## src/cache_defs.svh

```systemverilog
`ifndef CACHE_DEFS_SVH
`define CACHE_DEFS_SVH

// address and data widths of the 16-bit core
`define ADDR_W 16
`define WORD_W 16

// cache geometry, 2 KB total
`define SETS          64
`define WAYS          2
`define WORDS_PER_BLK 8 // also the fill burst length

// field widths inside an address
`define TAG_W 6
`define SET_W 6
`define OFF_W 3 // word offset within a block

// block address sent to memory is tag plus set
`define BLK_W (`TAG_W + `SET_W)

// request slots memory hands us out of reset, 1, 2 or 4 all work
`define REQ_CREDITS 2

`endif // CACHE_DEFS_SVH
```

## src/cache_pkg.sv

```systemverilog
`default_nettype none

`include "cache_defs.svh"

package cache_pkg;

  // field view of a byte address
  typedef struct packed {
    logic [`TAG_W-1:0] tag;
    logic [`SET_W-1:0] set;
    logic [`OFF_W-1:0] off;      // word within block
    logic              byte_sel; // ignored, word access only
  } addr_fields_t;

  // same 16 bits seen as a raw address or as its fields
  typedef union packed {
    logic [`ADDR_W-1:0] raw;
    addr_fields_t       f;
  } cache_addr_u;

  typedef struct packed {
    logic        valid;
    cache_addr_u addr;
  } cpu_req_t;

  typedef struct packed {
    logic              valid;
    logic [`WORD_W-1:0] data;
  } cpu_rsp_t;

  typedef struct packed {
    logic              valid;
    logic [`BLK_W-1:0] blk_addr; // {tag, set}
  } mem_req_t;

  // one beat of a fill burst, words 0..7 in order
  typedef struct packed {
    logic              valid;
    logic [`WORD_W-1:0] data;
  } mem_fill_t;

  typedef struct packed {
    logic              valid;
    logic [`SET_W-1:0] set;
    logic              way;
    logic [`TAG_W-1:0] tag;
  } tag_upd_t;

  typedef struct packed {
    logic               valid;
    logic [`SET_W-1:0]  set;
    logic               way;
    logic [`OFF_W-1:0]  off;
    logic [`WORD_W-1:0] data;
  } data_wr_t;

endpackage

`default_nettype wire

```

## src/icache_tag_array.sv

```systemverilog
`default_nettype none

`include "cache_defs.svh"

module icache_tag_array import cache_pkg::*; (
  input  wire logic              clk,
  input  wire logic              arst_n,
  input  wire logic [`SET_W-1:0] rd_set,     // sampled at accept
  input  wire logic [`TAG_W-1:0] lookup_tag, // tag of the stage request
  output logic                   hit,
  output logic                   hit_way,
  output logic                   victim_way,
  input  wire logic              touch,
  input  wire logic              touch_way,
  input  wire tag_upd_t          tag_upd
);

  logic [`SET_W-1:0] set_q;   // set of the lookup in flight
  logic [`SETS-1:0]  lru_q;   // 1 means way 1 is least recently used
  logic [`WAYS-1:0]  way_hit;
  logic [`WAYS-1:0]  way_vld; // valid bits of the registered set

  always_ff @(posedge clk or negedge arst_n) begin
    if (!arst_n) begin
      set_q <= '0;
    end else begin
      set_q <= rd_set;
    end
  end

  for (genvar w = 0; w < `WAYS; w++) begin : g_way
    logic [`SETS-1:0]  vld_q;
    logic [`TAG_W-1:0] tag_mem [`SETS]; // guarded by vld_q, no reset needed
    logic              upd;

    assign upd = tag_upd.valid && (tag_upd.way == 1'(w));

    always_ff @(posedge clk or negedge arst_n) begin
      if (!arst_n) begin
        vld_q <= '0;
      end else if (upd) begin
        vld_q[tag_upd.set] <= 1'b1; // install only, no invalidate
      end
    end

    always_ff @(posedge clk) begin
      if (upd) begin
        tag_mem[tag_upd.set] <= tag_upd.tag;
      end
    end

    // compare against the current array contents, so a line installed
    // at the accept edge is already seen by the next lookup
    assign way_vld[w] = vld_q[set_q];
    assign way_hit[w] = vld_q[set_q] && (tag_mem[set_q] == lookup_tag);
  end

  assign hit     = |way_hit;
  assign hit_way = way_hit[1]; // both ways never hold the same tag

  // fill an empty way first, else evict the lru way
  assign victim_way = !way_vld[0] ? 1'b0 :
                      !way_vld[1] ? 1'b1 : lru_q[set_q];

  // the way just used becomes mru, so lru points at the other one
  always_ff @(posedge clk or negedge arst_n) begin
    if (!arst_n) begin
      lru_q <= '0;
    end else if (tag_upd.valid) begin
      lru_q[tag_upd.set] <= ~tag_upd.way;
    end else if (touch) begin
      lru_q[set_q] <= ~touch_way;
    end
  end

endmodule

`default_nettype wire

```

## config.mk

```make
export PLATFORM = sky130hd
export DESIGN_NAME = icache_tag_array
export DESIGN_NICKNAME = d
export VERILOG_FILES = /design/src/cache_pkg.sv /design/src/icache_tag_array.sv
export VERILOG_INCLUDE_DIRS = /design/src /design/src/src
export SDC_FILE = /design/constraint.sdc
export NUM_CORES = 1
export LEC_CHECK = 0
export ABC_AREA = 1
export ABC_CLOCK_PERIOD_IN_PS = 3000
export BUFFER_PORTS_ARGS = -buffer_cell sky130_fd_sc_hd__buf_4
export CAP_MARGIN = 20
export CORE_AREA = 2 2 380 382
export DETAILED_ROUTE_END_ITERATION = 8
export DIE_AREA = 0 0 382 384
export SLEW_MARGIN = 20
export SYNTH_ARGS = -nofsm -noshare
export SYNTH_HDL_FRONTEND = slang
export SYNTH_SLANG_ARGS = --single-unit
```

## constraint.sdc

```tcl
create_clock -name clk -period 3 [get_ports clk]
set_input_delay 0 -clock clk [delete_from_list [all_inputs] [get_ports clk]]
set_output_delay 0 -clock clk [all_outputs]
set_load 0.02 [all_outputs]
```

## Yosys cells after proc, flatten, opt, wreduce, memory -nomap -nowiden

Memory sizes are Yosys's and may differ from the RTL's.
Index checks and enable logic that the tools add are counted.

| word-level totals | value |
|---|---|
| flip-flop bits (word level) | 198 |
| memory bits (writable) | 768 |
| input bits | 30 |
| output and inout port bits | 3 |
| logic and storage cells | 44 |
| memories kept | 2 |

Memories:

| name | words | bits a word | rd ports | clocked after memory_dff | write ports | line | RTL |
|---|---|---|---|---|---|---|---|
| g_way[0].tag_mem | 64 | 6 | 1 | 0 | 1 | icache_tag_array.sv:33 | `` logic [`TAG_W-1:0] tag_mem [`SETS]; `` |
| g_way[1].tag_mem | 64 | 6 | 1 | 0 | 1 | icache_tag_array.sv:33 |  |

| cells by class | value |
|---|---|
| order comparisons | 4 |
| equality and inequality tests | 2 |
| mux-type cells | 20 |
| bitwise logic cells | 4 |
| reductions and logical operators | 8 |

Operator list:

| operator | number |
|---|---|
| 64-bit bitwise mux | 2 |
| 64-bit two-way mux | 2 |
| 64-bit bitwise OR | 2 |
| 1-bit binary-select mux with 6-bit select | 3 |
| 6-bit by 7-bit < comparator with 1-bit output, second input constant | 2 |
| 1-bit demux with 6-bit select | 2 |
| 6-bit == test | 2 |
| 6-bit by 1-bit greater-or-equal comparator with 1-bit output, second input constant | 2 |
| 1-bit two-way mux | 11 |
| 1-bit logical AND | 6 |
| 1-bit inverter | 2 |
| 2-bit nonzero test | 1 |
| 2-bit OR reduction | 1 |

## Logic depth before layout (Yosys ltp)

| depth | value |
|---|---|
| depth after elaboration | 7 |
| gate-level depth with buffers | 19 |

## Worst setup path before layout

OpenSTA, ideal clock, no wires.

| timing | value |
|---|---|
| path kind | reg2reg |
| start point | register set_q[0] |
| end point | register lru_q[26] |
| data arrival time | 1847 ps |
| data required time | 2875 ps |
| path slack | 1028 ps |
| cell stages (with the launch flop) | 9 |
| path buffers | 4 |
| period minus slack after synthesis | 1972 ps |
| cells stage by stage | dfrtp_1 buf_6 buf_6 buf_4 nor2_2 buf_2 nand2_1 o21ai_0 mux2_2 |

| on the way | value |
|---|---|
| word-level cells in the longest chain between the ends | 7 |
| elaborated cells on any way between the ends | 8 |
| those cells by class | order compare: 2; mux: 5; reduce/logical: 1 |

RTL lines:

| item | line | RTL |
|---|---|---|
| start, declared | icache_tag_array.sv:18 | `` logic [`SET_W-1:0] set_q; `` |
| start signal, assigned | icache_tag_array.sv:27 | `set_q <= rd_set;` |
| 6-bit by 7-bit < comparator with 1-bit output (not written as such) / 6-bit by 1-bit greater-or-equal comparator with 1-bit output (equally long branches) | icache_tag_array.sv:72 | `lru_q[set_q] <= ~touch_way;` |
| 1-bit logical AND (not written as such) | icache_tag_array.sv:72 |  |
| 1-bit two-way mux (not written as such) | icache_tag_array.sv:72 |  |
| 1-bit demux with 6-bit select (*) | icache_tag_array.sv:72 |  |
| 64-bit bitwise mux (*) | icache_tag_array.sv:72 |  |
| 64-bit two-way mux (*) | icache_tag_array.sv:71 | `end else if (touch) begin` |
| 64-bit two-way mux (*) | icache_tag_array.sv:69 | `end else if (tag_upd.valid) begin` |
| end signal, assigned by index | icache_tag_array.sv:70 | `lru_q[tag_upd.set] <= ~tag_upd.way;` |
| end signal, assigned by index | icache_tag_array.sv:72 |  |
| end, declared | icache_tag_array.sv:19 | `` logic [`SETS-1:0] lru_q; `` |

Every way passes the cells marked *; elsewhere a longest branch is shown, timed or not. The select of a mux whose other input is x is not followed.
A chain may end at the register's enable or synchronous reset.

## Final worst setup path

| timing | value |
|---|---|
| start point | register set_q[0] |
| end point | output port hit |

| on the way | value |
|---|---|
| word-level cells in the longest chain between the ends | 4 |
| elaborated cells on any way between the ends | 11 |
| those cells by class | eq/ne: 2; mux: 4; reduce/logical: 3; memory: 2 |

RTL lines:

| item | line | RTL |
|---|---|---|
| memory read 64 x 6 bit / 1-bit binary-select mux with 6-bit select (equally long branches) | - |  |
| 6-bit == test / 1-bit two-way mux (equally long branches) | icache_tag_array.sv:55 | `assign way_hit[w] = vld_q[set_q] && (tag_mem[set_q] == lookup_tag);` |
| 1-bit logical AND | icache_tag_array.sv:55 |  |
| 2-bit OR reduction (*) | icache_tag_array.sv:58 | `assign hit = \|way_hit;` |
| end, declared | icache_tag_array.sv:10 | `output logic hit,` |

Marked as above.

==> summary.md <==
| Metric | Value |
|---|---|
| Status | `complete, but fails checks` |
| Failing checks | `negative setup slack` |
| Worst-Skew Late Latency | `0.69 ns` |
| Final Power | `29,910 uW` |
| Placement row count | `139` |
| Mapped Cells | `4,228` |
| Start point of the critical path | `set_q[0]` |
| Crit-path slowest cell | `dfrtp_4` |
| Pwr dens | `~590 mW/mm2` |
| Wire length per cell | `just over 20 um` |
| Area growth from synthesis to layout | `20.13%` |
| Cell Int Power | `roughly 23,000 uW` |
| Die X-Extent | `approximately 380 um` |
| Part of the power in combinational logic | `8.6%` |
| WP buf/inv | `4` |
| Most frequent cells in the layout | `nand2_1 (985), edfxtp_1 (768), nor2_1 (523)` |
| Primary FF master, synth | `edfxtp_1` |
| Switching power | `7116 uW` |
| Worst EP required | `around 3.0 ns` |
| Clk sink count | `966` |
| Worst-path cell chain | `buf_8 > buf_4 > bufbuf_16 > nor2_1 > nor2_1 > o21ai_0 > o21ai_1 > o21ai_1 > nand2_2 > nor2_2 > nand2_1 > nand2_1 > nand2_1 > nor2_2 > nand3_4 > nand2_2 > buf_6` |
| CTS tree | `done` |
| Pre-CTS worst setup slack | `-0.3703 ns` |
| R2r setup slk | `0.15 ns` |
| Height of the die | `384 um` |
| Commonest non-fill, non-tap cell in the layout | `nand2_1` |
| Num ports | `33` |
| DP HPWL | `83,830 um` |
| CP startpoint kind | `flop` |
| Sw Ratio | `23.79%` |
| Reg clk slew, reported paths | `0.07 ns` |
| Initial antenna violation count | `4` |
| GRT Total Usage | `about 18%` |
| Max stage delay on crit path | `about 0.5 ns` |
| Total wire length | `133,700 um` |
| Async set-reset flop share out of synthesis | `20.50%` |
| Gpl congestion | `approximately 0.9` |
| Final setup viols | `3` |
| Fin crit period | `3.420 ns` |
| Vias in the first global route | `30,170` |
| Post-synthesis sequential area ratio | `between 60% and 70%` |
| Maximum vdd drop | `roughly 0.55 mV` |
| Mean Syn Cell Area | `10.06 um2` |
| CTS buffer count | `100` |
| Clock skew | `0.02375 ns` |
| Iter 0 DRT Violations | `3,590` |
| Largest area contributor in the netlist | `edfxtp_1` |
| Starting density of the core | `29.78%` |
| Number of max-cap violations | `0` |
| Synth area leaders | `edfxtp_1 (54%), dfrtp_1 (12%), nand2_1 (9.0%)` |
| RSZ-0062 raised after global routing | `true` |
| GRT Residual Overflow | `0` |
| # fillers | `13,950` |
| Top cell type's share of synthesized area | `54.23%` |
| H-tree depth | `3` |
| Vias per cell | `about 4.9` |
| Slew @ Worst Pin | `0.9451 ns` |
| Setup CP Type | `reg -> out` |
| Peak fanout along the critical path | `15` |
| Seq. cell area | `0.02802 mm2` |
| Leakage | `0.02094 uW` |
| Clock share of power | `between 40% and 50%` |
| Final TNS setup | `-1.166 ns` |
| Max_slew headroom | `between 30% and 40%` |
| Clock Tree Buf Depth | `3` |
| Ratio of final minimum period to clock period | `114.0%` |
| Fmax | `slightly below 300 MHz` |
| Hold Vio Cnt, Final | `0` |
| Placed insts | `6,159` |
| Part of the power in registers | `49.9%` |
| First-pass detailed-route iteration total | `6` |
| Fin Hold WS | `0.04120 ns` |
| Count of nets after finishing | `4,475` |
| Worst r2r src | `set_q[1]` |
| # DRC | `0` |
| Post-synth EDFFs | `approximately 770` |
| Share of cells above drive strength 1 | `15.39%` |
| Vias | `31,430` |
| Antenna viol nets, final | `0` |
| Pin count of the biggest net entering global routing | `77` |
| Global-route wire length before repair | `196,400 um` |
| Element type at the critical path end | `primary output` |
| Non-Filler Instances | `6,436` |
| Root buffer cell | `clkbuf_16` |
| Data arrival, critical path | `~3.4 ns` |
| Multi-input gate area | `0.01191 mm2` |
| Final worst slack | `-0.4198 ns` |
| Yosys warns | `0` |
| Post-synth cell types | `38` |
| Netlist Area Pre-Place | `0.04253 mm2` |
| # port buffers | `32` |
| Die ar. | `0.1467 mm2` |
| CP top delay family | `simple AND/OR/NAND/NOR gates` |
| Core area | `0.1428 mm2` |
| HP Class | `in -> reg` |
| Max-slew violation count | `0` |
| #FFs+latches synth | `966` |
| Cell mode on critical path | `nand2_1` |
| Synthesized Nets | `4,258` |
| Hold path start | `rd_set[1]` |
[power groups by stage]
stage          Combinational (uW)  Clock, uW  Sequential, uW
2_1_floorplan                1230          0           15200
3_3_place_gp                 2190          0           15200
3_5_place_dp                 2210          0           15200
4_1_cts                      2480      12600           14900
5_1_grt                      2780      13100           15000
6_report                     2580      12400           14900
[routing by layer]
metal / vias to the layer above / GRT usage [%] / wire [um]
li1: 14430 / - / -
met1: 15350 / 24.87 / 57500
met2: 1394 / 27.55 / 59620
met3: 256 / 3.449 / 12050
met4: 4 / 5.701 / 4492
met5: - / 0 / 25
[synth_stat cells, drive strengths merged (4+ instances only)]
| cell | instances |
|---|---|
| buf | 136 |
| inv | 500 |
| nand4 | 5 |
| o211ai | 75 |
| a22oi | 14 |
| a31oi | 20 |
| clkinv | 4 |
| dfrtp | 198 |
| nor2 | 554 |
| or2 | 135 |
| clkbuf | 71 |
| o31ai | 5 |
| nand2 | 1016 |
| o22ai | 41 |
| nand3 | 183 |
| o21ai | 451 |
| a21oi | 4 |
| mux2 | 17 |
| edfxtp | 768 |
| nor3 | 19 |
| a221oi | 6 |
[area by class of cell]
class	instances	share of cell area, %
Sequential cell	966	54.85
Timing Repair inverter	3	0.05878
Multi-Input combinational cell	2551	23.32
Clock buffer	138	5.417
Tap cell	1903	4.661
Clock inverter	49	0.8915
Timing Repair Buffer	319	7.012
Antenna cell	3	0.01469
Inverter	504	3.774
[kinds of logic after synthesis]
logic type	share of synthesized area [%]
simple gates	18.46
flops	65.88
buf+inv	7.140
compound gates	8.076
mux	0.4501
[flip-flops by register name, indices dropped and copies added, names as in the netlist]
signal,count
g_way.tag_mem,768
g_way.vld_q,128
lru_q,64
set_q,6
[path summary, 6_finish.rpt]
check / to / cells past startpoint
min in group asynchronous: g_way[0].vld_q[54] / 4
worst min register to register: g_way[0].vld_q[42] / 2
max in group asynchronous: g_way[0].vld_q[59] / 4
worst min-delay path: set_q[1] / 2
worst max register to register: lru_q[30] / 9
worst max-delay path: hit / 17
[worst register-to-register path: stages (launching register included)]
cell,delay [ns]
dfrtp_2,0.55
nand2_8,0.17
inv_1,0.21
buf_12,0.23
nand2_1,0.13
buf_4,0.20
nor3_1,0.23
o22ai_1,0.10
dlygate4sd3_1,0.58
mux2_1,0.31
[what timing repair did]
item,4_1_cts,5_1_grt
cloned,16,6
hold endpoints to repair,595,0
pin swaps,31,29
gates resized for setup,128,51
buffers inserted,21,8
setup endpoints to repair,3,3
hold buffers,37,0
[stage by stage]
stage / instance area [um2] / utilization [%]
floorplan: 42530 / -
global placement: 46040 / 32.25
detailed placement: 46040 / 32.25
CTS: 50750 / 35.55
global route: 51080 / 35.78
finish: 51090 / 35.78
Power figures use the tool's default switching activity.
