`config.mk`:
```
export PLATFORM = sky130hd
export DESIGN_NAME = icache_lookup
export DESIGN_NICKNAME = d
export VERILOG_FILES = /design/src/cache_pkg.sv /design/src/icache_lookup.sv
export VERILOG_INCLUDE_DIRS = /design/src /design/src/src
export SDC_FILE = /design/constraint.sdc
export NUM_CORES = 1
export LEC_CHECK = 0
export ABC_AREA = 1
export BUFFER_PORTS_ARGS = -buffer_cell sky130_fd_sc_hd__buf_2
export CAP_MARGIN = 20
export CORE_MARGIN = 4
export CORE_UTILIZATION = 39
export DETAILED_ROUTE_END_ITERATION = 6
export PLACE_DENSITY_LB_ADDON = 0.2
export SYNTH_ARGS = -nofsm -noshare
export SYNTH_HDL_FRONTEND = slang
export SYNTH_SLANG_ARGS = --single-unit
```
`constraint.sdc`:
```
create_clock -name clk -period 3.4 [get_ports clk]
set_input_delay 0.34 -clock clk [delete_from_list [all_inputs] [get_ports clk]]
set_output_delay 0.34 -clock clk [all_outputs]
set_load 0.05 [all_outputs]
```
`src/cache_defs.svh`:
```
`ifndef CACHE_DEFS_SVH
`define CACHE_DEFS_SVH

// address and data widths of the 16-bit core
`define ADDR_W 16
`define WORD_W 16

// cache geometry, 2 KB total
`define SETS          64
`define WAYS          2
`define WORDS_PER_BLK 8 // also the fill burst length

// field widths inside an address
`define TAG_W 6
`define SET_W 6
`define OFF_W 3 // word offset within a block

// block address sent to memory is tag plus set
`define BLK_W (`TAG_W + `SET_W)

// request slots memory hands us out of reset, 1, 2 or 4 all work
`define REQ_CREDITS 2

`endif // CACHE_DEFS_SVH
```
`src/cache_pkg.sv`:
```
`default_nettype none

`include "cache_defs.svh"

package cache_pkg;

  // field view of a byte address
  typedef struct packed {
    logic [`TAG_W-1:0] tag;
    logic [`SET_W-1:0] set;
    logic [`OFF_W-1:0] off;      // word within block
    logic              byte_sel; // ignored, word access only
  } addr_fields_t;

  // same 16 bits seen as a raw address or as its fields
  typedef union packed {
    logic [`ADDR_W-1:0] raw;
    addr_fields_t       f;
  } cache_addr_u;

  typedef struct packed {
    logic        valid;
    cache_addr_u addr;
  } cpu_req_t;

  typedef struct packed {
    logic              valid;
    logic [`WORD_W-1:0] data;
  } cpu_rsp_t;

  typedef struct packed {
    logic              valid;
    logic [`BLK_W-1:0] blk_addr; // {tag, set}
  } mem_req_t;

  // one beat of a fill burst, words 0..7 in order
  typedef struct packed {
    logic              valid;
    logic [`WORD_W-1:0] data;
  } mem_fill_t;

  typedef struct packed {
    logic              valid;
    logic [`SET_W-1:0] set;
    logic              way;
    logic [`TAG_W-1:0] tag;
  } tag_upd_t;

  typedef struct packed {
    logic               valid;
    logic [`SET_W-1:0]  set;
    logic               way;
    logic [`OFF_W-1:0]  off;
    logic [`WORD_W-1:0] data;
  } data_wr_t;

endpackage

`default_nettype wire

```
`src/icache_lookup.sv`:
```
`default_nettype none

`include "cache_defs.svh"

module icache_lookup import cache_pkg::*; (
  input  wire logic                          clk,
  input  wire logic                          arst_n,
  input  wire cpu_req_t                      cpu_req,
  output logic                               cpu_ready,
  output cpu_rsp_t                           cpu_rsp,
  output logic [`SET_W-1:0]                  rd_set,     // to both arrays, accept cycle
  output logic [`OFF_W-1:0]                  rd_off,
  input  wire logic                          hit,        // valid the cycle after accept
  input  wire logic                          hit_way,
  input  wire logic [`WAYS-1:0][`WORD_W-1:0] way_words,
  output logic                               touch,      // lru update on hit
  output logic                               miss_start,
  output cache_addr_u                        miss_addr,
  input  wire logic                          refill_done,
  input  wire logic [`WORD_W-1:0]            refill_word
);

  logic        run_q;       // goes high on first edge out of reset
  logic        blocked_q;   // miss handed off, waiting for refill
  logic        stg_valid_q; // one lookup in flight
  cache_addr_u stg_addr_q;  // address of that lookup
  logic        miss;
  logic        accept;

  // a lookup that found neither way
  assign miss = stg_valid_q & ~hit;

  // refill_done reopens the port in the same cycle the missed word goes out
  assign cpu_ready = run_q & ~miss & (~blocked_q | refill_done);
  assign accept    = cpu_req.valid & cpu_ready;

  // arrays read straight off the request so data lands next cycle
  assign rd_set = cpu_req.addr.f.set;
  assign rd_off = cpu_req.addr.f.off;

  always_ff @(posedge clk or negedge arst_n) begin
    if (!arst_n) begin
      run_q       <= 1'b0;
      blocked_q   <= 1'b0;
      stg_valid_q <= 1'b0;
    end else begin
      run_q       <= 1'b1;
      stg_valid_q <= accept; // ready is low on a miss, so this clears it
      if (miss) begin
        blocked_q <= 1'b1;
      end else if (refill_done) begin
        blocked_q <= 1'b0;
      end
    end
  end

  // stage address only matters while stg_valid_q is set
  always_ff @(posedge clk) begin
    if (accept) begin
      stg_addr_q <= cpu_req.addr;
    end
  end

  assign touch      = stg_valid_q & hit;
  assign miss_start = miss; // single pulse, stage empties next edge
  assign miss_addr  = stg_addr_q;

  // hit and refill never share a cycle, stage is empty during refill_done
  assign cpu_rsp.valid = touch | refill_done;
  assign cpu_rsp.data  = refill_done ? refill_word : way_words[hit_way];

endmodule

`default_nettype wire

```
Word level (Yosys, flattened, before mapping) --
Cells that the tools add are included.
Cells by class: $lt $le $gt $ge 1, reductions and logical operators 1, mux-type cells 5, bitwise gates (word level) 10
Operators with widths (number):
- $mux W16 | 3
- $and A1 B1 Y1 | 5
- $not A1 Y1 | 3
- $lt A1 B2 Y1 const B | 1
- $mux W1 | 2
- $or A1 B1 Y1 | 2
- $reduce_bool A2 Y1 | 1
Storage, ports and cells: output and inout port bits 45, word-level logic and storage cells 21, input port bits 70, register bits after elaboration 19

Depth between registers and ports, before layout --
Gate-level depths: netlist of the first run.
depth after elaboration 6, gate-level depth with buffers 6, mapped depth without buffers 4

Worst setup path before layout of the first run --
Ideal clock, no wire load.
path type input -> register, start in refill_done, end reg stg_addr_q (netlist bit miss_addr[0]) (enable), stages 5, path buffers 1, setup time 0.390 ns, data arrival time 1.412 ns, data required time 3.010 ns, path slack 1.598 ns, cells stage by stage buf_4 > inv_6 > nand2_1 > nand3_1 > nor2_1
On the way: cells in the longest elaborated chain, start to end 3
Ends and longest elaborated chain:
- from (decl) | RTL line icache_lookup.sv:19 | input wire logic refill_done,
- $or A1 B1 Y1 | RTL line icache_lookup.sv:34 | assign cpu_ready = run_q & ~miss & (~blocked_q | refill_done);
- $and A1 B1 Y1 | RTL line icache_lookup.sv:34
- $and A1 B1 Y1 | RTL line icache_lookup.sv:35 | assign accept = cpu_req.valid & cpu_ready;
- via accept | RTL line icache_lookup.sv:28 | logic accept;
- to (signal assigned) | RTL line icache_lookup.sv:60 | stg_addr_q <= cpu_req.addr;
- to (decl) | RTL line icache_lookup.sv:26 | cache_addr_u stg_addr_q;
The timed path passes the listed nets, and every way through them passes these cells. A chain may end at the register's enable or synchronous reset.

Worst setup path after layout of the first run --
start in refill_done, end out cpu_ready
On the way: cells in the longest elaborated chain, start to end 2
Ends and longest elaborated chain:
- $or A1 B1 Y1 | RTL line icache_lookup.sv:34
- $and A1 B1 Y1 | RTL line icache_lookup.sv:34
- to (decl) | RTL line icache_lookup.sv:9 | output logic cpu_ready,
No other way between the ends.

==> flow_metrics.tcl, run 1 <==
set metrics [dict create \
    status "finished clean" \
    grt_pass1_wl_um 4870 \
    cts_buffers 3 \
    fin_crit_ps 1630 \
    ant_nets 0 \
    dpl.cell_count 292 \
    syn-mean-instance-area_um2 7.48 \
    chipWidth_um 63.6 \
    critPathMaxStageDelay_ps 310 \
    cts-resized-gates 0 \
    grt_max_degree 19 \
    drtIter0Drc 78 \
    worst_path_most_repeated_cell "buf_2" \
    cts_sinks 19 \
    fmax_ghz 0.613 \
    dieHeight_um 63.6 \
    drc 0 \
    worst_ep_arrival_time_ps 1290 \
    num_antenna_cells 0 \
    cp_num_buf_inv 4 \
    worstSetupStartpoint "refill_done" \
    synth-edff-count 16 \
    yosysTopAreaCellShare_pct 39.9 \
    clk_pin_slew_ps 100 \
    seq_area_frac_synth_pct 46.1 \
    rsz0062_at_grt "false" \
    crit_end "cpu_ready" \
    cts_setup_buffers 0 \
    post_synth_num_cell_types 13 \
    vias 1246 \
    async_flop_share_pct 15.8 \
    yosys_warnings 0 \
    finClkSkew_ps 5.84 \
    initial_core_util_pct 42.2 \
    ir_worst_vdd_mv 0.310 \
    r2r_cells 4 \
    finalNonFillerCells 297 \
    synth.most_common_cell "nand2_1" \
    crit_chain "buf_2 > inv_6 > nand2_1 > nand3_1 > inv_1 > buf_2" \
    vias_per_cell 4.20 \
    drt_wl_total_um 3150 \
    pin_count 115 \
    syn_nets 231 \
    worstPathMaxFanout 18 \
    synth.area.top_cells "edfxtp_1 40%, nand2_1 20%, inv_1 12%, nand3_1 7.1%, buf_4 6.2%" \
    r2r-end "miss_addr[4]$_DFFE_PP_" \
    track_usage_pct 14.8 \
    synthTopCellsByCount "64 x nand2_1, 37 x inv_1, 17 x nand3_1, 16 x edfxtp_1, 10 x buf_4" \
    drv_cap 0 \
    critPathTopFamily "buffers and inverters" \
    post-route-period-util_pct 48.0 \
    wl_per_cell_um 10.6 \
    cp.depth 6 \
    path_class "input pin to primary output" \
    antenna_found_initial 0 \
    synth_area_um2 1200 \
    drv_slew 0 \
    die-area_um2 4040 \
    cpMaxStageDelayCell "buf_2" \
    hold_path.class "input pin to flop" \
    whs_ps 223 \
    powerDensity_nw_per_um2 360 \
    dr.pass1.iters 4 \
    hpwl_um 2610 \
    overflow 0 \
    drive_gt1_share_pct 47.4 \
    ys_dominant_reg_cell "edfxtp_1" \
    fp.coreArea_um2 2850 \
    insertion_delay_ps 280 \
    critPathRequiredTime_ps 3060 \
    syn_to_final_growth_pct 43.6 \
    start_kind "input pin" \
    routabilityCongestion 0.754 \
    r2r_slack_ps 2170 \
    leakage_nw 1.11 \
    clockBufferDepth 2 \
    grt_pass1_vias 1163 \
    tns_ps 0 \
    finalSetupViolations 0 \
    reg2reg_from "stg_valid_q$_DFF_PN0_" \
    ctsHoldBuffers 1 \
    nNetsFinal 337 \
    cts_root_buf "clkbuf_4" \
    io_buffers 114 \
    synth-seq-cells 19 \
    syn_inst 161 \
    finalHoldViolCount 0 \
    yosys.area.top_type "edfxtp_1" \
    critPathCaptureType "primary output" \
    cts_tree "yes" \
    rows 19 \
    htreeDepth 1 \
]
-- flip-flops by register name, summed over array words and instances (netlist names) --
signal	flops
run_q	1
stg_valid_q	1
miss_addr	16
blocked_q	1
-- metal layers --
| layer | up-vias | global-route usage (%) | wire, um |
|---|---|---|---|
| li1 | 675 | - | - |
| met1 | 500 | 15.3 | 1140 |
| met2 | 65 | 27.1 | 1560 |
| met3 | 6 | 5.15 | 413 |
| met4 | 0 | 5.66 | 43 |
| met5 | - | 0 | 0 |
-- logic make-up after synthesis --
kind of cell,after synthesis,share of synthesized area (%)
AND/OR/NAND/NOR,87,29.9
buffers and inverters,54,23.7
flip-flops,19,46.1
other,1,0.311
-- worst register-to-register path, stage by stage (launching register included) --
cell and delay [ps]:
dfrtp_1 380, nand2_1 110, nand3_1 100, nor2_1 100
buf_4 240
-- where the power goes --
group	switching, mW	internal (mW)
logic	0.181	0.0695
registers	0.00226	0.265
clock network	0.0601	0.0437
-- cell usage in the layout (no fill, tap or decap) --
master	Yosys	routed
nand3_1	17	17
inv_1	37	37
clkinv_2	0	1
inv_6	2	2
buf_4	10	1
nor2_1	1	1
dfrtp_1	3	3
nand2_2	5	5
nand2_1	64	64
conb_1	1	1
dlygate4sd3_1	0	1
clkbuf_4	0	3
edfxtp_1	16	16
buf_2	1	114
-- how the worst min path moves through the flow --
stage	slack, ps	end	from	cells after the start
floorplan	40	blocked_q$_DFFE_PN0P_	arst_n	0
global placement	140	run_q$_DFF_PN0_	arst_n	1
detailed placement	140	blocked_q$_DFFE_PN0P_	arst_n	1
CTS	210	miss_addr[14]$_DFFE_PP_	cpu_req[14]	1
global route	200	miss_addr[10]$_DFFE_PP_	cpu_req[10]	1
finish	220	miss_addr[10]$_DFFE_PP_	cpu_req[10]	1
-- final cells by class --
class / count / area [um2]
Sequential cell: 19 / 556
Inverter: 39 / 156
Clock buffer: 3 / 22.5
Multi-Input combinational cell: 88 / 364
Fill cell: 300 / 1120
Timing Repair Buffer: 116 / 588
Clock inverter: 1 / 5.00
Tap cell: 31 / 38.8
-- per-stage QoR --
stage	instance area [um2]	power [mW]	setup slack, ps	utilization [%]
after floorplan	1200	0.460	1600	-
after global placement	1690	0.524	1770	59.3
after detailed placement	1690	0.525	1750	59.3
after CTS	1730	0.631	1770	60.7
after global routing	1730	0.656	1670	60.7
final	1730	0.622	1770	60.7
Note: power is estimated with default switching activity, not from simulation.
==> run 2, diff against run 1 <==
--- a/config.mk
+++ b/config.mk
@@ -10,7 +10,7 @@
 export BUFFER_PORTS_ARGS = -buffer_cell sky130_fd_sc_hd__buf_2
 export CAP_MARGIN = 20
 export CORE_MARGIN = 4
-export CORE_UTILIZATION = 39
+export CORE_UTILIZATION = 33
 export DETAILED_ROUTE_END_ITERATION = 6
 export PLACE_DENSITY_LB_ADDON = 0.2
 export SYNTH_ARGS = -nofsm -noshare
==> constraint.sdc (replaced) <==
create_clock -name clk -period 1.4 [get_ports clk]
set_input_delay 0.14 -clock clk [delete_from_list [all_inputs] [get_ports clk]]
set_output_delay 0.14 -clock clk [all_outputs]
set_load 0.05 [all_outputs]
==> run 2 against run 1 <==
Compared with the run above: flip-flop and latch count unchanged; cell count up 5.7%; critical path depth down 2; power rose to 2.6 times the previous value; combinational power up 150%; non-clock buffer count up 2; register-to-register slack worse by 2000 ps; core utilization down 8.7 points.
==> flow_metrics.tcl, run 2 (synthesis gave the netlist of run 1 again) <==
set metrics [dict create \
    status "finished clean" \
    whs_ps 58.5 \
    critPathCaptureType "primary output" \
    p_int_mw 1.02 \
    p_seq_share_pct 40.0 \
    critPathMaxStageDelay_ps 370 \
    cts_tree "yes" \
    grt_pass1_wl_um 4670 \
    fmax_ghz 0.785 \
    hpwl_um 2670 \
    start_kind "flop" \
    critPathRequiredTime_ps 1260 \
    rows 21 \
    cpMaxStageDelayCell "dfrtp_1" \
    power.switching_mw 0.613 \
    syn_to_final_growth_pct 48.4 \
    finalInstanceArea_um2 1790 \
    path_class "flop to primary output" \
    cts_sinks 19 \
    clkPwrFrac_pct 22.3 \
    io_buffers 114 \
    wl_per_cell_um 10.2 \
    cts_root_buf "clkbuf_8" \
    track_usage_pct 13.3 \
    drv_cap 0 \
    worstPathMaxFanout 3 \
    worst_ep_arrival_time_ps 1130 \
    grt_pass1_vias 1122 \
    antenna_found_initial 0 \
    final_cell_mix "113 x buf_2, 64 x nand2_1, 37 x inv_1" \
    chipWidth_um 68.4 \
    hold_path.class "input pin to flop" \
    initial_core_util_pct 35.0 \
    layout_setup_ws_ps 127 \
    finalNonFillerCells 314 \
    dieHeight_um 68.4 \
    post-route-period-util_pct 91.0 \
    drive_gt1_share_pct 48.1 \
    crit_chain "nand2_1 > nand3_1 > inv_1 > clkbuf_4" \
    dpl.cell_count 309 \
    p_comb_share_pct 37.7 \
    drv_slew 0 \
    grt_max_degree 19 \
    rsz0062_at_grt "false" \
    utilization_pct 51.9 \
    fin_crit_ps 1270 \
    postPlaceCellArea_um2 1730 \
    ant_nets 0 \
    routabilityCongestion 0.733 \
    final_common_cell "buf_2" \
    drtIter0Drc 35 \
    place_ws_ps 174 \
    drt_wl_total_um 3190 \
    dr.pass1.iters 4 \
    clockBufferDepth 2 \
    vias_per_cell 3.97 \
    pin_count 115 \
    cts_setup_buffers 0 \
    clk_pin_slew_ps 60 \
    critPathTopFamily "flip-flops" \
    leakage_nw 1.13 \
    overflow 0 \
    powerDensity_nw_per_um2 912 \
    finalHoldViolCount 0 \
    drc 0 \
    insertion_delay_ps 250 \
    num_antenna_cells 0 \
    power_mw 1.63 \
    cts_buffers 3 \
    fp.coreArea_um2 3440 \
    finClkSkew_ps 0.839 \
    tns_ps 0 \
    ir_worst_vdd_mv 0.606 \
    vias 1248 \
    cp_num_buf_inv 2 \
    largest_reg_flops 16 \
    finalSetupViolations 0 \
    p_sw_share_pct 37.6 \
    nNetsFinal 339 \
    htreeDepth 1 \
    die-area_um2 4680 \
]
-- run 2: power by group through the flow --
stage,registers (mW),logic [mW],clock network (mW)
6_report,0.652,0.615,0.364
5_1_grt,0.654,0.667,0.415
4_1_cts,0.652,0.621,0.384
3_5_place_dp,0.664,0.618,0
3_3_place_gp,0.663,0.614,0
2_1_floorplan,0.736,0.382,0
-- run 2: final cells by class --
cell class | instances | area, um2
Multi-Input combinational cell | 88 | 367
Tap cell | 46 | 57.6
Timing Repair Buffer | 118 | 606
Fill cell | 361 | 1650
Inverter | 39 | 156
Clock buffer | 3 | 41.3
Sequential cell | 19 | 556
Clock inverter | 1 | 5.00
-- run 2: worst paths after layout --
| path | from | to | slack (ps) | cells after the start |
|---|---|---|---|---|
| worst min-delay path | cpu_req[10] | miss_addr[10]$_DFFE_PP_ | 60 | 1 |
| min in group asynchronous | arst_n | run_q$_DFF_PN0_ | 200 | 2 |
| worst max register to register | stg_valid_q$_DFF_PN0_ | miss_addr[5]$_DFFE_PP_ | 200 | 4 |
| worst min register to register | blocked_q$_DFFE_PN0P_ | blocked_q$_DFFE_PN0P_ | 480 | 2 |
| max in group asynchronous | arst_n | stg_valid_q$_DFF_PN0_ | 1100 | 2 |
| worst max-delay path | stg_valid_q$_DFF_PN0_ | cpu_ready | 130 | 4 |
-- run 2: repair_timing --
item                                    4_1_cts  5_1_grt
gates resized for setup                       0        1
hold buffers                                  1        0
endpoints found under the hold margin         3        0
endpoints found under the setup margin        0        1
-- run 2: worst reg2reg max path, delay by kind of cell (launching register included) --
kind	cells	cell delay, ps
buffers and inverters	1	200
flip-flops	1	370
AND/OR/NAND/NOR	3	330
-- run 2: routing by layer --
layer  up-vias  part of all wire, %  GRT usage, %
met4         0                  1.3          5.21
met2        68                   48          24.8
met1       500                   38          14.4
li1        675                    -             -
met5         -                    0             0
met3         5                   12          2.96
