**src/cache_defs.svh**
```systemverilog
`ifndef CACHE_DEFS_SVH
`define CACHE_DEFS_SVH

// address and data widths of the 16-bit core
`define ADDR_W 16
`define WORD_W 16

// cache geometry, 2 KB total
`define SETS          64
`define WAYS          2
`define WORDS_PER_BLK 8 // also the fill burst length

// field widths inside an address
`define TAG_W 6
`define SET_W 6
`define OFF_W 3 // word offset within a block

// block address sent to memory is tag plus set
`define BLK_W (`TAG_W + `SET_W)

// request slots memory hands us out of reset, 1, 2 or 4 all work
`define REQ_CREDITS 2

`endif // CACHE_DEFS_SVH
```
**src/cache_pkg.sv**
```systemverilog
`default_nettype none

`include "cache_defs.svh"

package cache_pkg;

  // field view of a byte address
  typedef struct packed {
    logic [`TAG_W-1:0] tag;
    logic [`SET_W-1:0] set;
    logic [`OFF_W-1:0] off;      // word within block
    logic              byte_sel; // ignored, word access only
  } addr_fields_t;

  // same 16 bits seen as a raw address or as its fields
  typedef union packed {
    logic [`ADDR_W-1:0] raw;
    addr_fields_t       f;
  } cache_addr_u;

  typedef struct packed {
    logic        valid;
    cache_addr_u addr;
  } cpu_req_t;

  typedef struct packed {
    logic              valid;
    logic [`WORD_W-1:0] data;
  } cpu_rsp_t;

  typedef struct packed {
    logic              valid;
    logic [`BLK_W-1:0] blk_addr; // {tag, set}
  } mem_req_t;

  // one beat of a fill burst, words 0..7 in order
  typedef struct packed {
    logic              valid;
    logic [`WORD_W-1:0] data;
  } mem_fill_t;

  typedef struct packed {
    logic              valid;
    logic [`SET_W-1:0] set;
    logic              way;
    logic [`TAG_W-1:0] tag;
  } tag_upd_t;

  typedef struct packed {
    logic               valid;
    logic [`SET_W-1:0]  set;
    logic               way;
    logic [`OFF_W-1:0]  off;
    logic [`WORD_W-1:0] data;
  } data_wr_t;

endpackage

`default_nettype wire

```
**src/icache_refill.sv**
```systemverilog
`default_nettype none

`include "cache_defs.svh"

module icache_refill import cache_pkg::*; (
  input  wire logic               clk,
  input  wire logic               arst_n,
  input  wire logic               miss_start,
  input  wire cache_addr_u        miss_addr,
  input  wire logic               victim_way,
  output mem_req_t                mem_req,
  input  wire logic               mem_credit, // one pulse per freed slot
  input  wire mem_fill_t          mem_fill,
  output data_wr_t                data_wr,
  output tag_upd_t                tag_upd,
  output logic                    refill_done,
  output logic [`WORD_W-1:0]      refill_word
);

  localparam int                CRED_W    = $clog2(`REQ_CREDITS + 1);
  localparam logic [1:0]        S_IDLE    = 2'd0;
  localparam logic [1:0]        S_REQ     = 2'd1; // waiting for a credit
  localparam logic [1:0]        S_FILL    = 2'd2; // counting beats
  localparam logic [`OFF_W-1:0] LAST_BEAT = `OFF_W'(`WORDS_PER_BLK - 1);

  logic [1:0]         state_q;
  logic [CRED_W-1:0]  cred_q;  // request slots we may still use
  logic [`OFF_W-1:0]  beat_q;  // offset of the next fill word
  logic               done_q;  // one cycle after the last beat
  cache_addr_u        addr_q;  // missed address
  logic               way_q;   // victim, fixed for the whole fill
  logic [`WORD_W-1:0] word_q;  // the word the cpu asked for
  logic               issue;
  logic               beat;
  logic               last_beat;

  assign issue     = (state_q == S_REQ) && (cred_q != '0);
  assign beat      = (state_q == S_FILL) && mem_fill.valid;
  assign last_beat = beat && (beat_q == LAST_BEAT);

  always_ff @(posedge clk or negedge arst_n) begin
    if (!arst_n) begin
      state_q <= S_IDLE;
      cred_q  <= CRED_W'(`REQ_CREDITS);
      beat_q  <= '0;
      done_q  <= 1'b0;
    end else begin
      done_q <= last_beat;
      // spend and return may land in the same cycle
      cred_q <= cred_q - CRED_W'(issue) + CRED_W'(mem_credit);
      case (state_q)
        S_IDLE: if (miss_start) state_q <= S_REQ;
        S_REQ: begin
          if (issue) begin
            state_q <= S_FILL;
            beat_q  <= '0;
          end
        end
        S_FILL: begin
          if (beat) begin
            beat_q <= beat_q + 1'b1; // wraps to 0 after the last word
            if (last_beat) state_q <= S_IDLE;
          end
        end
        default: state_q <= S_IDLE;
      endcase
    end
  end

  always_ff @(posedge clk) begin
    if (miss_start) begin
      addr_q <= miss_addr;
      way_q  <= victim_way; // victim is read while the set is still registered
    end
    if (beat && (beat_q == addr_q.f.off)) begin
      word_q <= mem_fill.data;
    end
  end

  assign mem_req.valid    = issue;
  assign mem_req.blk_addr = {addr_q.f.tag, addr_q.f.set};

  // each beat goes straight into the victim way, no buffering
  assign data_wr.valid = beat;
  assign data_wr.set   = addr_q.f.set;
  assign data_wr.way   = way_q;
  assign data_wr.off   = beat_q;
  assign data_wr.data  = mem_fill.data;

  // tag and valid go in only once the whole block is there
  assign tag_upd.valid = done_q;
  assign tag_upd.set   = addr_q.f.set;
  assign tag_upd.way   = way_q;
  assign tag_upd.tag   = addr_q.f.tag;

  assign refill_done = done_q;
  assign refill_word = word_q;

endmodule

`default_nettype wire

```
**config.mk**
```make
export PLATFORM = sky130hd
export DESIGN_NAME = icache_refill
export DESIGN_NICKNAME = d
export VERILOG_FILES = /design/src/cache_pkg.sv /design/src/icache_refill.sv
export VERILOG_INCLUDE_DIRS = /design/src /design/src/src
export SDC_FILE = /design/constraint.sdc
export NUM_CORES = 1
export LEC_CHECK = 0
export BUFFER_PORTS_ARGS = -buffer_cell sky130_fd_sc_hd__buf_2
export CAP_MARGIN = 25
export CORE_ASPECT_RATIO = 1.4
export CORE_MARGIN = 5
export CORE_UTILIZATION = 42
export DETAILED_ROUTE_END_ITERATION = 8
export MAX_ROUTING_LAYER = met4
export PLACE_DENSITY = 0.76
export SYNTH_ARGS = -nofsm -noshare
export SYNTH_HDL_FRONTEND = slang
export SYNTH_SLANG_ARGS = --single-unit
```
**constraint.sdc**
```tcl
create_clock -name clk -period 2.45 [get_ports clk]
set_input_delay 0.1225 -clock clk [delete_from_list [all_inputs] [get_ports clk]]
set_output_delay 0.1225 -clock clk [all_outputs]
set_load 0.02 [all_outputs]
```
# After elaboration in Yosys (flattened, before gate mapping)
# Index checks and enable logic that the tools add are counted.
[classes] n_addsub=3 n_eq_ne=8 muxes=8 n_reduce_logical=9
[ops] operator="2-bit two-way mux" count=4
[ops] operator="2-bit != test, second input constant" count=4
[ops] operator="3-bit two-way mux" count=2
[ops] operator="2-bit one-hot mux with 3 select lines" count=1
[ops] operator="3-bit one-hot mux with 2 select lines" count=1
[ops] operator="1-bit logical AND" count=4
[ops] operator="4-bit AND reduction" count=1
[ops] operator="2-bit nonzero test" count=2
[ops] operator="3-bit by 1-bit adder with 3-bit output, second input constant" count=1
[ops] operator="3-bit == test" count=1
[ops] operator="3-bit == test, second input constant" count=1
[ops] operator="3-bit AND reduction" count=1
[ops] operator="2-bit by 1-bit adder with 2-bit output" count=1
[ops] operator="2-bit by 1-bit == test with 1-bit output, second input constant" count=1
[ops] operator="2-bit == test, second input constant" count=1
[ops] operator="2-bit logical NOT" count=1
[ops] operator="2-bit by 1-bit subtractor with 2-bit output" count=1
[word_totals] register_bits=41 in_bits=38 out_inout_bits=71 word_cells=35

# Depth between registers and ports, before layout
# Gate-level depths: netlist of run 1.
[depth] ltp_word=6 mapped_depth=7 depth_no_buf=7

# Worst setup path after synthesis of run 1
# Ideal clock, no wire load.
[synth_timing] path_type="register -> register" startpoint="register state_q[0]" endpoint="register word_q[0] (netlist: refill_word[0]), enable pin" setup_ps=388 t_arrival_ps=1478 required_time_ps=2062 path_slack_ps=584 path_stages_with_launch=5 path_buffers=1 period_less_slack_ps=1866 cell_sequence="dfrtp_1 > and3b_1 > buf_4 > nand3_1 > nor2_1"
[synth_via] elab_chain_len=3
[synth_rtl] item="start, declared" line_no="icache_refill.sv:26" text="logic [1:0] state_q;"
[synth_rtl] item="start signal, assigned" line_no="icache_refill.sv:43" text="state_q <= S_IDLE;"
[synth_rtl] item="start signal, assigned" line_no="icache_refill.sv:52" text="S_IDLE: if (miss_start) state_q <= S_REQ;"
[synth_rtl] item="start signal, assigned" line_no="icache_refill.sv:55" text="state_q <= S_FILL;"
[synth_rtl] item="2-bit == test" line_no="icache_refill.sv:38" text="assign beat = (state_q == S_FILL) && mem_fill.valid;"
[synth_rtl] item="1-bit logical AND" line_no="icache_refill.sv:38"
[synth_rtl] item="net beat" line_no="icache_refill.sv:34" text="logic beat;"
[synth_rtl] item="1-bit logical AND" line_no="icache_refill.sv:75" text="if (beat && (beat_q == addr_q.f.off)) begin"
[synth_rtl] item="end signal, assigned" line_no="icache_refill.sv:76" text="word_q <= mem_fill.data;"
[synth_rtl] item="end, declared" line_no="icache_refill.sv:32" text="logic [`WORD_W-1:0] word_q;"
# The timed path passes the listed nets, and every way through them passes these cells.
# A chain may end at the register's enable or synchronous reset.

# Worst setup path in the final report of run 1
[layout_timing] startpoint="register cred_q[1]" endpoint="register cred_q[1]"
[layout_via] elab_chain_len=4
[layout_rtl] item="start, declared" line_no="icache_refill.sv:27" text="logic [CRED_W-1:0] cred_q;"
[layout_rtl] item="start signal, assigned" line_no="icache_refill.sv:44" text="cred_q <= CRED_W'(`REQ_CREDITS);"
[layout_rtl] item="start signal, assigned" line_no="icache_refill.sv:50" text="cred_q <= cred_q - CRED_W'(issue) + CRED_W'(mem_credit);"
[layout_rtl] item="2-bit nonzero test" line_no="icache_refill.sv:37" text="assign issue = (state_q == S_REQ) && (cred_q != '0);"
[layout_rtl] item="1-bit logical AND" line_no="icache_refill.sv:37"
[layout_rtl] item="2-bit by 1-bit subtractor with 2-bit output (*)" line_no="icache_refill.sv:50"
[layout_rtl] item="2-bit by 1-bit adder with 2-bit output (*)" line_no="icache_refill.sv:50"
# Every way passes the cells marked *; elsewhere a longest branch is shown, timed or not.

==> results of run 1 <==
[path summary, 6_finish.rpt]
check / startpoint / to / slack (ns) / depth (start not counted)
max: cred_q[1] / cred_q[1] / 0.88 / 7
min: miss_addr[5] / addr_q[5] / 0.02 / 1
max reg2reg: cred_q[1] / cred_q[1] / 0.88 / 7
min reg2reg: state_q[1] / state_q[0] / 0.47 / 1
max in group asynchronous: arst_n / cred_q[1] / 2.00 / 2
min in group asynchronous: arst_n / beat_q[0] / 0.21 / 2
[kinds of logic (layout without fill, tap and decap cells)]
logic type	count (synthesis)	in the layout	synth area share, %
buffers and inverters	54	128	22.5
AO/OA/AOI/OAI	4	4	2.27
multiplexers	2	2	1.42
adder cells (fa/ha/maj)	4	4	2.83
flip-flops	40	40	65.8
AND/OR/NAND/NOR	9	9	2.69
XOR/XNOR	5	5	2.48
[state kept, by name, summed over array words and instances, names as in the netlist]
name and flops:
beat_q 3, state_q 2, way_q 1, addr_q 15, refill_done 1, refill_word 16
cred_q 2
[cell type report]
type / count / share of cell area (%)
multi-input cells: 24 / 9.35
clock inverters: 2 / 2.72
clock buffers: 6 / 3.29
repair buffers: 118 / 29.1
well taps: 45 / 2.55
flip-flops and latches: 40 / 52.6
inverters: 2 / 0.340
[Yosys cell counts]
| master | instances |
|---|---|
| xnor2_1 | 4 |
| nand2b_1 | 2 |
| o22ai_1 | 1 |
| buf_4 | 52 |
| and3b_1 | 1 |
| xor2_1 | 1 |
| nand3_1 | 1 |
| dfrtp_1 | 7 |
| nor2_1 | 4 |
| mux2_4 | 1 |
| and2_1 | 1 |
| ha_1 | 4 |
| edfxtp_1 | 32 |
| dfstp_2 | 1 |
| inv_1 | 2 |
| a22o_1 | 2 |
| o21ba_4 | 1 |
| mux2i_1 | 1 |
[power groups by stage]
stage	Clock (W)	Combinational (W)	Sequential (W)
after floorplan	0	0.000400	0.000961
after global placement	0	0.000510	0.000922
after detailed placement	0	0.000523	0.000925
after CTS	0.000639	0.000523	0.000912
after global routing	0.000676	0.000577	0.000928
final	0.000623	0.000524	0.000910
[cells in the final DEF, fill, tap and decap left out, drive strengths merged]
master	instances
xnor2	4
dfstp	1
dfrtp	7
buf	108
nand3	1
nor2	4
dlygate4sd3	10
ha	4
xor2	1
a22o	2
mux2	1
inv	2
mux2i	1
clkbuf	6
and3b	1
bufinv	2
edfxtp	32
o22ai	1
nand2b	2
and2	1
o21ba	1
[through the flow]
| stage | total power (W) | instance area, um^2 | hold WS, ns | worst slack, ns | instances |
|---|---|---|---|---|---|
| final | 0.00206 | 2210 | 0.0174 | 0.882 | 237 |
| after global routing | 0.00218 | 2210 | 0.00175 | 0.790 | 237 |
| after floorplan | 0.00136 | 1770 | -0.173 | 0.584 | 118 |
| after CTS | 0.00207 | 2120 | 0.00143 | 0.864 | 228 |
| after detailed placement | 0.00145 | 1980 | -0.0265 | 0.881 | 219 |
| after global placement | 0.00143 | 1980 | -0.0294 | 0.908 | 219 |
[timing repair]
action,in CTS,in global routing
hold buffers,1,9
endpoints found under the hold margin,8,9
setup buffers,0,0
[routing by layer]
layer / part of all wire [%] / up-vias / track usage (%)
met5: 0 / - / -
met4: 0.81 / 0 / 4.62
li1: - / 495 / -
met1: 37 / 474 / 13.9
met3: 13 / 2 / 5.06
met2: 49 / 80 / 18.2
==> summary.txt, run 1 <==
Status: finished, final reports clean
Crit-path slowest cell: dfstp_2
DR pass1 iterations: 3
DRC: 0
Final worst-path cycle share: 64.0%
Die height: 86.7 um
Vias: 1051
Setup Crit Path Kind: flop to flop
Tmin final: 1.57 ns
Site row count: 28
CTS Buffer Depth: 2
Critical Path Sink Type: flop
Worst-skew pair later-pin latency: 0.28 ns
Multi-input logic area: 206 um^2
Netlist Area Pre-Place: 1770 um^2
Vias in the first global route: 1053
Number of library cell types mapped by synthesis: 18
RSZ-0062 raised after global routing: no
CTS sink count: 40
WP data arrival: 1.78 ns
Initial antenna violation count: 0
Global-route wire length before repair: 4840 um
Max stage delay on crit path: 0.38 ns
Crit path max fanout: 4
Synth Area per Inst: 15.0 um^2
Clock slew at reported path FFs: 0.07 ns
Final setup viols: 0
Post-Synthesis Cells: 118
Fillers: 374
Post-route setup TNS: 0 ns
Via density: 4.43
Die X-Extent: 64.8 um
Sequential share of power: 44.2%
H-tree levels: 2
Die area: 5620 um^2
Nets: 233
Max Fclk: 638 MHz
Layout cells sized above 1: 61.5%
Fin util: 53.0%
Grt total ovfl: 0
CTS root buffer: clkbuf_8
P_int: 0.00148 W
Yosys reg bits: 40
Routed WL: 3230 um
Starting density of the core: 42.4%
Clock Skew: 0.00428 ns
IR drop worst, VDD: 481 uV
Ant diodes: 0
Max Slew Vio Count: 0
Maxcap violations: 0
Share of the synthesized area in the top cell type: 54.4%
DR WL/cell: 13.6 um
Fin. Hold Viols: 0
Combinational power share: 25.5%
Sw frac: 28.0%
Net Count, Synth: 160
Largest area contributor in the netlist: edfxtp_1
Clk pwr share: 30.3%
Flip-flop and latch area: 1160 um^2
Req. time, crit path: 2.66 ns
DP HPWL: 2550 um
CP Buf/Inv Count: 1
Num CTS Buffers: 5
Detailed Route Iter0 Violations: 12
Area Growth Syn to Fin: 25.0%
Cell family contributing the most delay on the critical path: adder cells
Largest net degree at the start of global routing: 18
Largest cells by area after synthesis: edfxtp_1 54%, buf_4 22%, dfrtp_1 9.9%
# resized after CTS: 0
CP Launch Type: flop
CORE AREA: 4170 um^2
Crit path cell chain: nor2_1, nor2_1, ha_1, inv_1, ha_1, xnor2_1, xnor2_1
Relative slew slack: 73.8%
P_leak: 1.05 nW
CTS tree: done
PD cells: 932 nW/um^2
Worst-Margin Slew: 0.394 ns
Hold Path Class: input port to flop
Port Buffers: 107
I/O Pins: 109
Gpl congestion: 0.722
Yosys warning count: 0
Seq/Total Area, Yosys: 65.8%
Post-DRT Antenna Nets: 0
GRT Util Overall: 12.0%
NetSw: 0.000575 W
Power figures use the tool's default switching activity.
==> inputs of run 2 (changes only) <==
Clock period 2.45 ns to 1.6 ns, I/O delays scaled along.
==> summary.txt, run 2 (same netlist as run 1, synthesis figures left out) <==
Initial antenna violation count: 0
Fillers: 329
CTS tree: done
Final worst-path cycle share: 95.2%
Met2 wire len: 2080 um
Nets: 258
Setup Crit Path Kind: flop to flop
Clock slew at reported path FFs: 0.08 ns
DRC: 0
Via density: 4.50
Max Fclk: 657 MHz
Setup ws final: 0.0769 ns
CTS sink count: 40
Final setup viols: 0
Max stage delay on crit path: 0.57 ns
DR pass1 iterations: 4
Fin. Hold Viols: 0
Worst Setup SP: cred_q[1]
Die X-Extent: 64.8 um
Global-route wire length before repair: 6020 um
PD cells: 1280 nW/um^2
Met3 wire len: 408 um
Largest net degree at the start of global routing: 18
P_leak: 1.16 nW
Flip-flop and latch area: 1160 um^2
Port Buffers: 107
Tmin final: 1.52 ns
Hold_sp: mem_credit
Post-DRT Antenna Nets: 0
CTS root buffer: clkbuf_8
Site row count: 28
Relative slew slack: 72.4%
Clock Skew: 0.00400 ns
Die height: 86.7 um
CTS Buffer Depth: 2
Max Slew Vio Count: 0
Detailed Route Iter0 Violations: 9
H-tree levels: 2
Worst-Margin Slew: 0.414 ns
Grt total ovfl: 0
Crit path cell chain: nor2_4, nor2_2, ha_1, inv_1, ha_2, xnor2_2, xnor2_1
Worst R2R Setup Slack: 0.08 ns
Layout cells sized above 1: 58.1%
Max layer used: met4
GRT Util Overall: 15.0%
Multi-input logic area: 241 um^2
DR WL/cell: 15.0 um
Status: finished, final reports clean
Post-Route M1 WL: 1370 um
Area Growth Syn to Fin: 40.2%
Starting density of the core: 42.4%
Worst hold-check slack: 0.0423 ns
Commonest non-fill, non-tap cell in the layout: buf_2
Routed WL: 3930 um
Setup WS pre-CTS: -0.0124 ns
Crit path max fanout: 4
Ant diodes: 0
WP data arrival: 1.74 ns
Worst-skew pair later-pin latency: 0.29 ns
Critical Path Sink Type: flop
Num CTS Buffers: 5
Crit-path slowest cell: dfstp_2
Maxcap violations: 0
Hold Path Class: input port to flop
IR drop worst, VDD: 928 uV
Vias in the first global route: 1324
Vias: 1179
Beginning of the worst register-to-register path: cred_q[1]
Gpl congestion: 0.705
I/O Pins: 109
Die area: 5620 um^2
Req. time, crit path: 1.82 ns
CORE AREA: 4170 um^2
Flip-flop count of the largest register after layout: 16
DP HPWL: 2560 um
Commonest non-fill, non-tap cells in the layout: 107 x buf_2, 33 x dlygate4sd3_1, 32 x edfxtp_1
CP Launch Type: flop
## run 2: path summary, 6_finish.rpt
path / depth (start not counted) / endpoint
max: 7 / cred_q[1]
min: 2 / cred_q[0]
max reg2reg: 7 / cred_q[1]
min reg2reg: 1 / state_q[0]
max in group asynchronous: 2 / cred_q[1]
min in group asynchronous: 2 / beat_q[2]
## run 2: layout make-up
cell class | instances | area share (%)
Clock buffer | 6 | 2.93
Clock inverter | 2 | 1.41
Inverter | 2 | 0.303
Multi-Input combinational cell | 24 | 9.75
Sequential cell | 40 | 46.9
Tap cell | 45 | 2.27
Timing Repair Buffer | 143 | 36.4
## run 2: per-stage QoR
step	utilization [%]	cells	instance area (um^2)	TNS, ns	total power [W]
3_5_place_dp	48.0	220	2000	-0.0124	0.00225
2_1_floorplan	-	118	1770	0	0.00210
5_1_grt	59.4	262	2480	-0.00228	0.00336
6_report	59.4	262	2480	0	0.00317
4_1_cts	58.6	261	2440	0	0.00312
3_3_place_gp	48.0	220	2000	0	0.00222
## run 2: layer usage
layer | track usage [%] | vias to the layer above
met4 | 5.96 | 0
met3 | 4.67 | 5
li1 | - | 544
met1 | 15.0 | 547
met2 | 26.9 | 83
met5 | - | -
## run 2: worst max-delay path: cells and delay by family, from the launching register on
family / cells / cell delay (ns)
flip-flops: 1 / 0.57
adder cells (fa/ha/maj): 2 / 0.41
AND/OR/NAND/NOR: 2 / 0.18
buffers and inverters: 1 / 0.06
XOR/XNOR: 2 / 0.24
## run 2: report_power, final
part	internal (W)	switching (W)	total (W)
registers	0.00129	0.000131	0.00142
logic	0.000465	0.000494	0.000959
clock network	0.000463	0.000332	0.000795
total	0.00222	0.000957	0.00317
## run 2: timing repair
| item | 4_1_cts | 5_1_grt |
|---|---|---|
| hold buffers | 33 | 0 |
| buffers inserted | 0 | 1 |
| resized for setup | 1 | 5 |
| pin swaps | 0 | 1 |
| endpoints found under the hold margin | 40 | 0 |
| endpoints found under the setup margin | 1 | 1 |
==> inputs of run 3 (changes only) <==
Settings changed: PLACE_DENSITY 0.76 to 0.79.
==> summary.txt, run 3 (same netlist as run 1, synthesis figures left out) <==
Commonest non-fill, non-tap cell in the layout: buf_2
Final worst-path cycle share: 93.5%
Beginning of the worst register-to-register path: cred_q[1]
Die height: 86.7 um
Pwr Total: 0.00318 W
Maxcap violations: 0
Ant diodes: 0
CP Launch Type: flop
Worst R2R Setup Slack: 0.10 ns
Status: finished, final reports clean
Fillers: 309
Site row count: 28
Num CTS Buffers: 5
Worst hold path depth: 2
Max stage delay on crit path: 0.56 ns
Hold Path Class: input port to flop
WP data arrival: 1.72 ns
Req. time, crit path: 1.82 ns
Max Fclk: 669 MHz
M3 GR Usage: 5.32%
CTS root buffer: clkbuf_8
H-tree levels: 2
Via density: 4.45
Initial antenna violation count: 0
Relative slew slack: 73.7%
Hold_sp: mem_credit
Detailed Route Iter0 Violations: 19
Flip-flop count of the largest register after layout: 16
Tmin final: 1.50 ns
Final setup viols: 0
Commonest non-fill, non-tap cells in the layout: 107 x buf_2, 33 x dlygate4sd3_1, 32 x edfxtp_1
IR drop worst, VDD: 825 uV
Critical Path Sink Type: flop
Global-route wire length before repair: 5750 um
DR WL/cell: 14.2 um
Dpl cells: 220
Fin util: 59.5%
Grt total ovfl: 0
Port Buffers: 107
I/O Pins: 109
Gpl congestion: 0.717
Gr busiest metal: met2
Final Non-Filler Cells: 262
Setup ws final: 0.104 ns
Crit-path slowest cell: dfstp_2
Max Slew Vio Count: 0
Clock Skew: 0.00837 ns
Hold Path Sink: cred_q[0]
Area Growth Syn to Fin: 40.4%
CTS Buffer Depth: 2
Starting density of the core: 42.4%
CORE AREA: 4170 um^2
Setup Crit Path Kind: flop to flop
Clock slew at reported path FFs: 0.08 ns
PD cells: 1280 nW/um^2
Combinational power share: 29.2%
Sw frac: 29.8%
Die X-Extent: 64.8 um
Setup WS pre-CTS: 0.0208 ns
NetSw: 0.000948 W
P_leak: 1.16 nW
DP HPWL: 2530 um
Crit path cell chain: nor2_4, nor2_2, ha_1, inv_1, ha_1, xnor2_1, xnor2_1
Sequential share of power: 44.5%
Met2 GRT Util: 22.9%
Worst-Margin Slew: 0.394 ns
CTS sink count: 40
CTS tree: done
Routing usage on met1: 15.5%
Die area: 5620 um^2
DRC: 0
Worst R2R End: cred_q[1]
Clk pwr share: 26.3%
Crit path max fanout: 4
Vias: 1167
Vias in the first global route: 1287
Largest net degree at the start of global routing: 18
Worst-skew pair later-pin latency: 0.29 ns
P_int: 0.00224 W
DR pass1 iterations: 2
Post-DRT Antenna Nets: 0
Nets: 258
R2R cell count: 7
Routed WL: 3710 um
Fin. Hold Viols: 0
GRT Util Overall: 14.1%
Layout cells sized above 1: 57.1%
[run 3: cell types whose count changed in the layout (fill, tap and decap cells not counted)]
cell	before	now
ha_2	1	0
bufinv_16	1	0
ha_1	3	4
clkinv_2	1	0
clkbuf_16	0	2
xnor2_2	1	0
xnor2_1	3	4
[run 3: cell type report]
| class | instances | area [um^2] | area share, % |
|---|---|---|---|
| timing repair buffer | 143 | 901 | 36.3 |
| multi-input combinational | 24 | 231 | 9.33 |
| sequential | 40 | 1160 | 46.8 |
| inverter | 2 | 7.51 | 0.303 |
| tap | 45 | 56.3 | 2.27 |
| clock buffer | 8 | 123 | 4.94 |
[run 3: worst max-delay path by stage]
stage                    from   endpoint  slack [ns]  depth (start not counted)
floorplan           cred_q[1]  cred_q[1]        0.12                          7
global placement    cred_q[1]  cred_q[1]        0.07                          7
detailed placement  cred_q[1]  cred_q[1]        0.02                          7
CTS                 cred_q[1]  cred_q[1]       0.007                          7
global route        cred_q[1]  cred_q[1]      -0.007                          7
finish              cred_q[1]  cred_q[1]        0.10                          7
[run 3: metrics by stage]
| step | TNS [ns] | cell area [um^2] | hold slack (ns) |
|---|---|---|---|
| 6_report | 0 | 2480 | 0.0274 |
| 5_1_grt | -0.00705 | 2480 | 0.0117 |
| 4_1_cts | 0 | 2460 | 0.0175 |
| 3_5_place_dp | 0 | 2000 | -0.0649 |
| 3_3_place_gp | 0 | 2000 | -0.0730 |
| 2_1_floorplan | 0 | 1770 | -0.216 |
[run 3: power by group through the flow]
stage	registers, W	clock network (W)	logic [W]
detailed placement	0.00141	0	0.000833
global placement	0.00141	0	0.000806
global route	0.00144	0.000911	0.00102
CTS	0.00140	0.000860	0.000893
floorplan	0.00147	0	0.000624
finish	0.00142	0.000837	0.000931
[run 3: metal layers]
metal	vias to the layer above	routed length, um	part of all wire, %
met3	5	409	11
met5	-	0	0
met1	534	1400	38
met4	0	65	1.8
met2	82	1840	50
li1	546	-	-
[run 3: worst max-delay path: cells and delay by family, from the launching register on]
kind / cells / cell delay (ns)
and+or+nand+nor: 2 / 0.16
DFF: 1 / 0.56
buffers and inverters: 1 / 0.05
xor gates and xnor gates: 2 / 0.28
adders and majority gates: 2 / 0.38
[run 3: timing repair]
| action | 4_1_cts | 5_1_grt |
|---|---|---|
| hold endpoints to repair | 40 | 0 |
| resized for setup | 0 | 4 |
| endpoints found under the setup margin | 0 | 1 |
| hold buffers | 33 | 0 |
| buffers inserted | 0 | 1 |
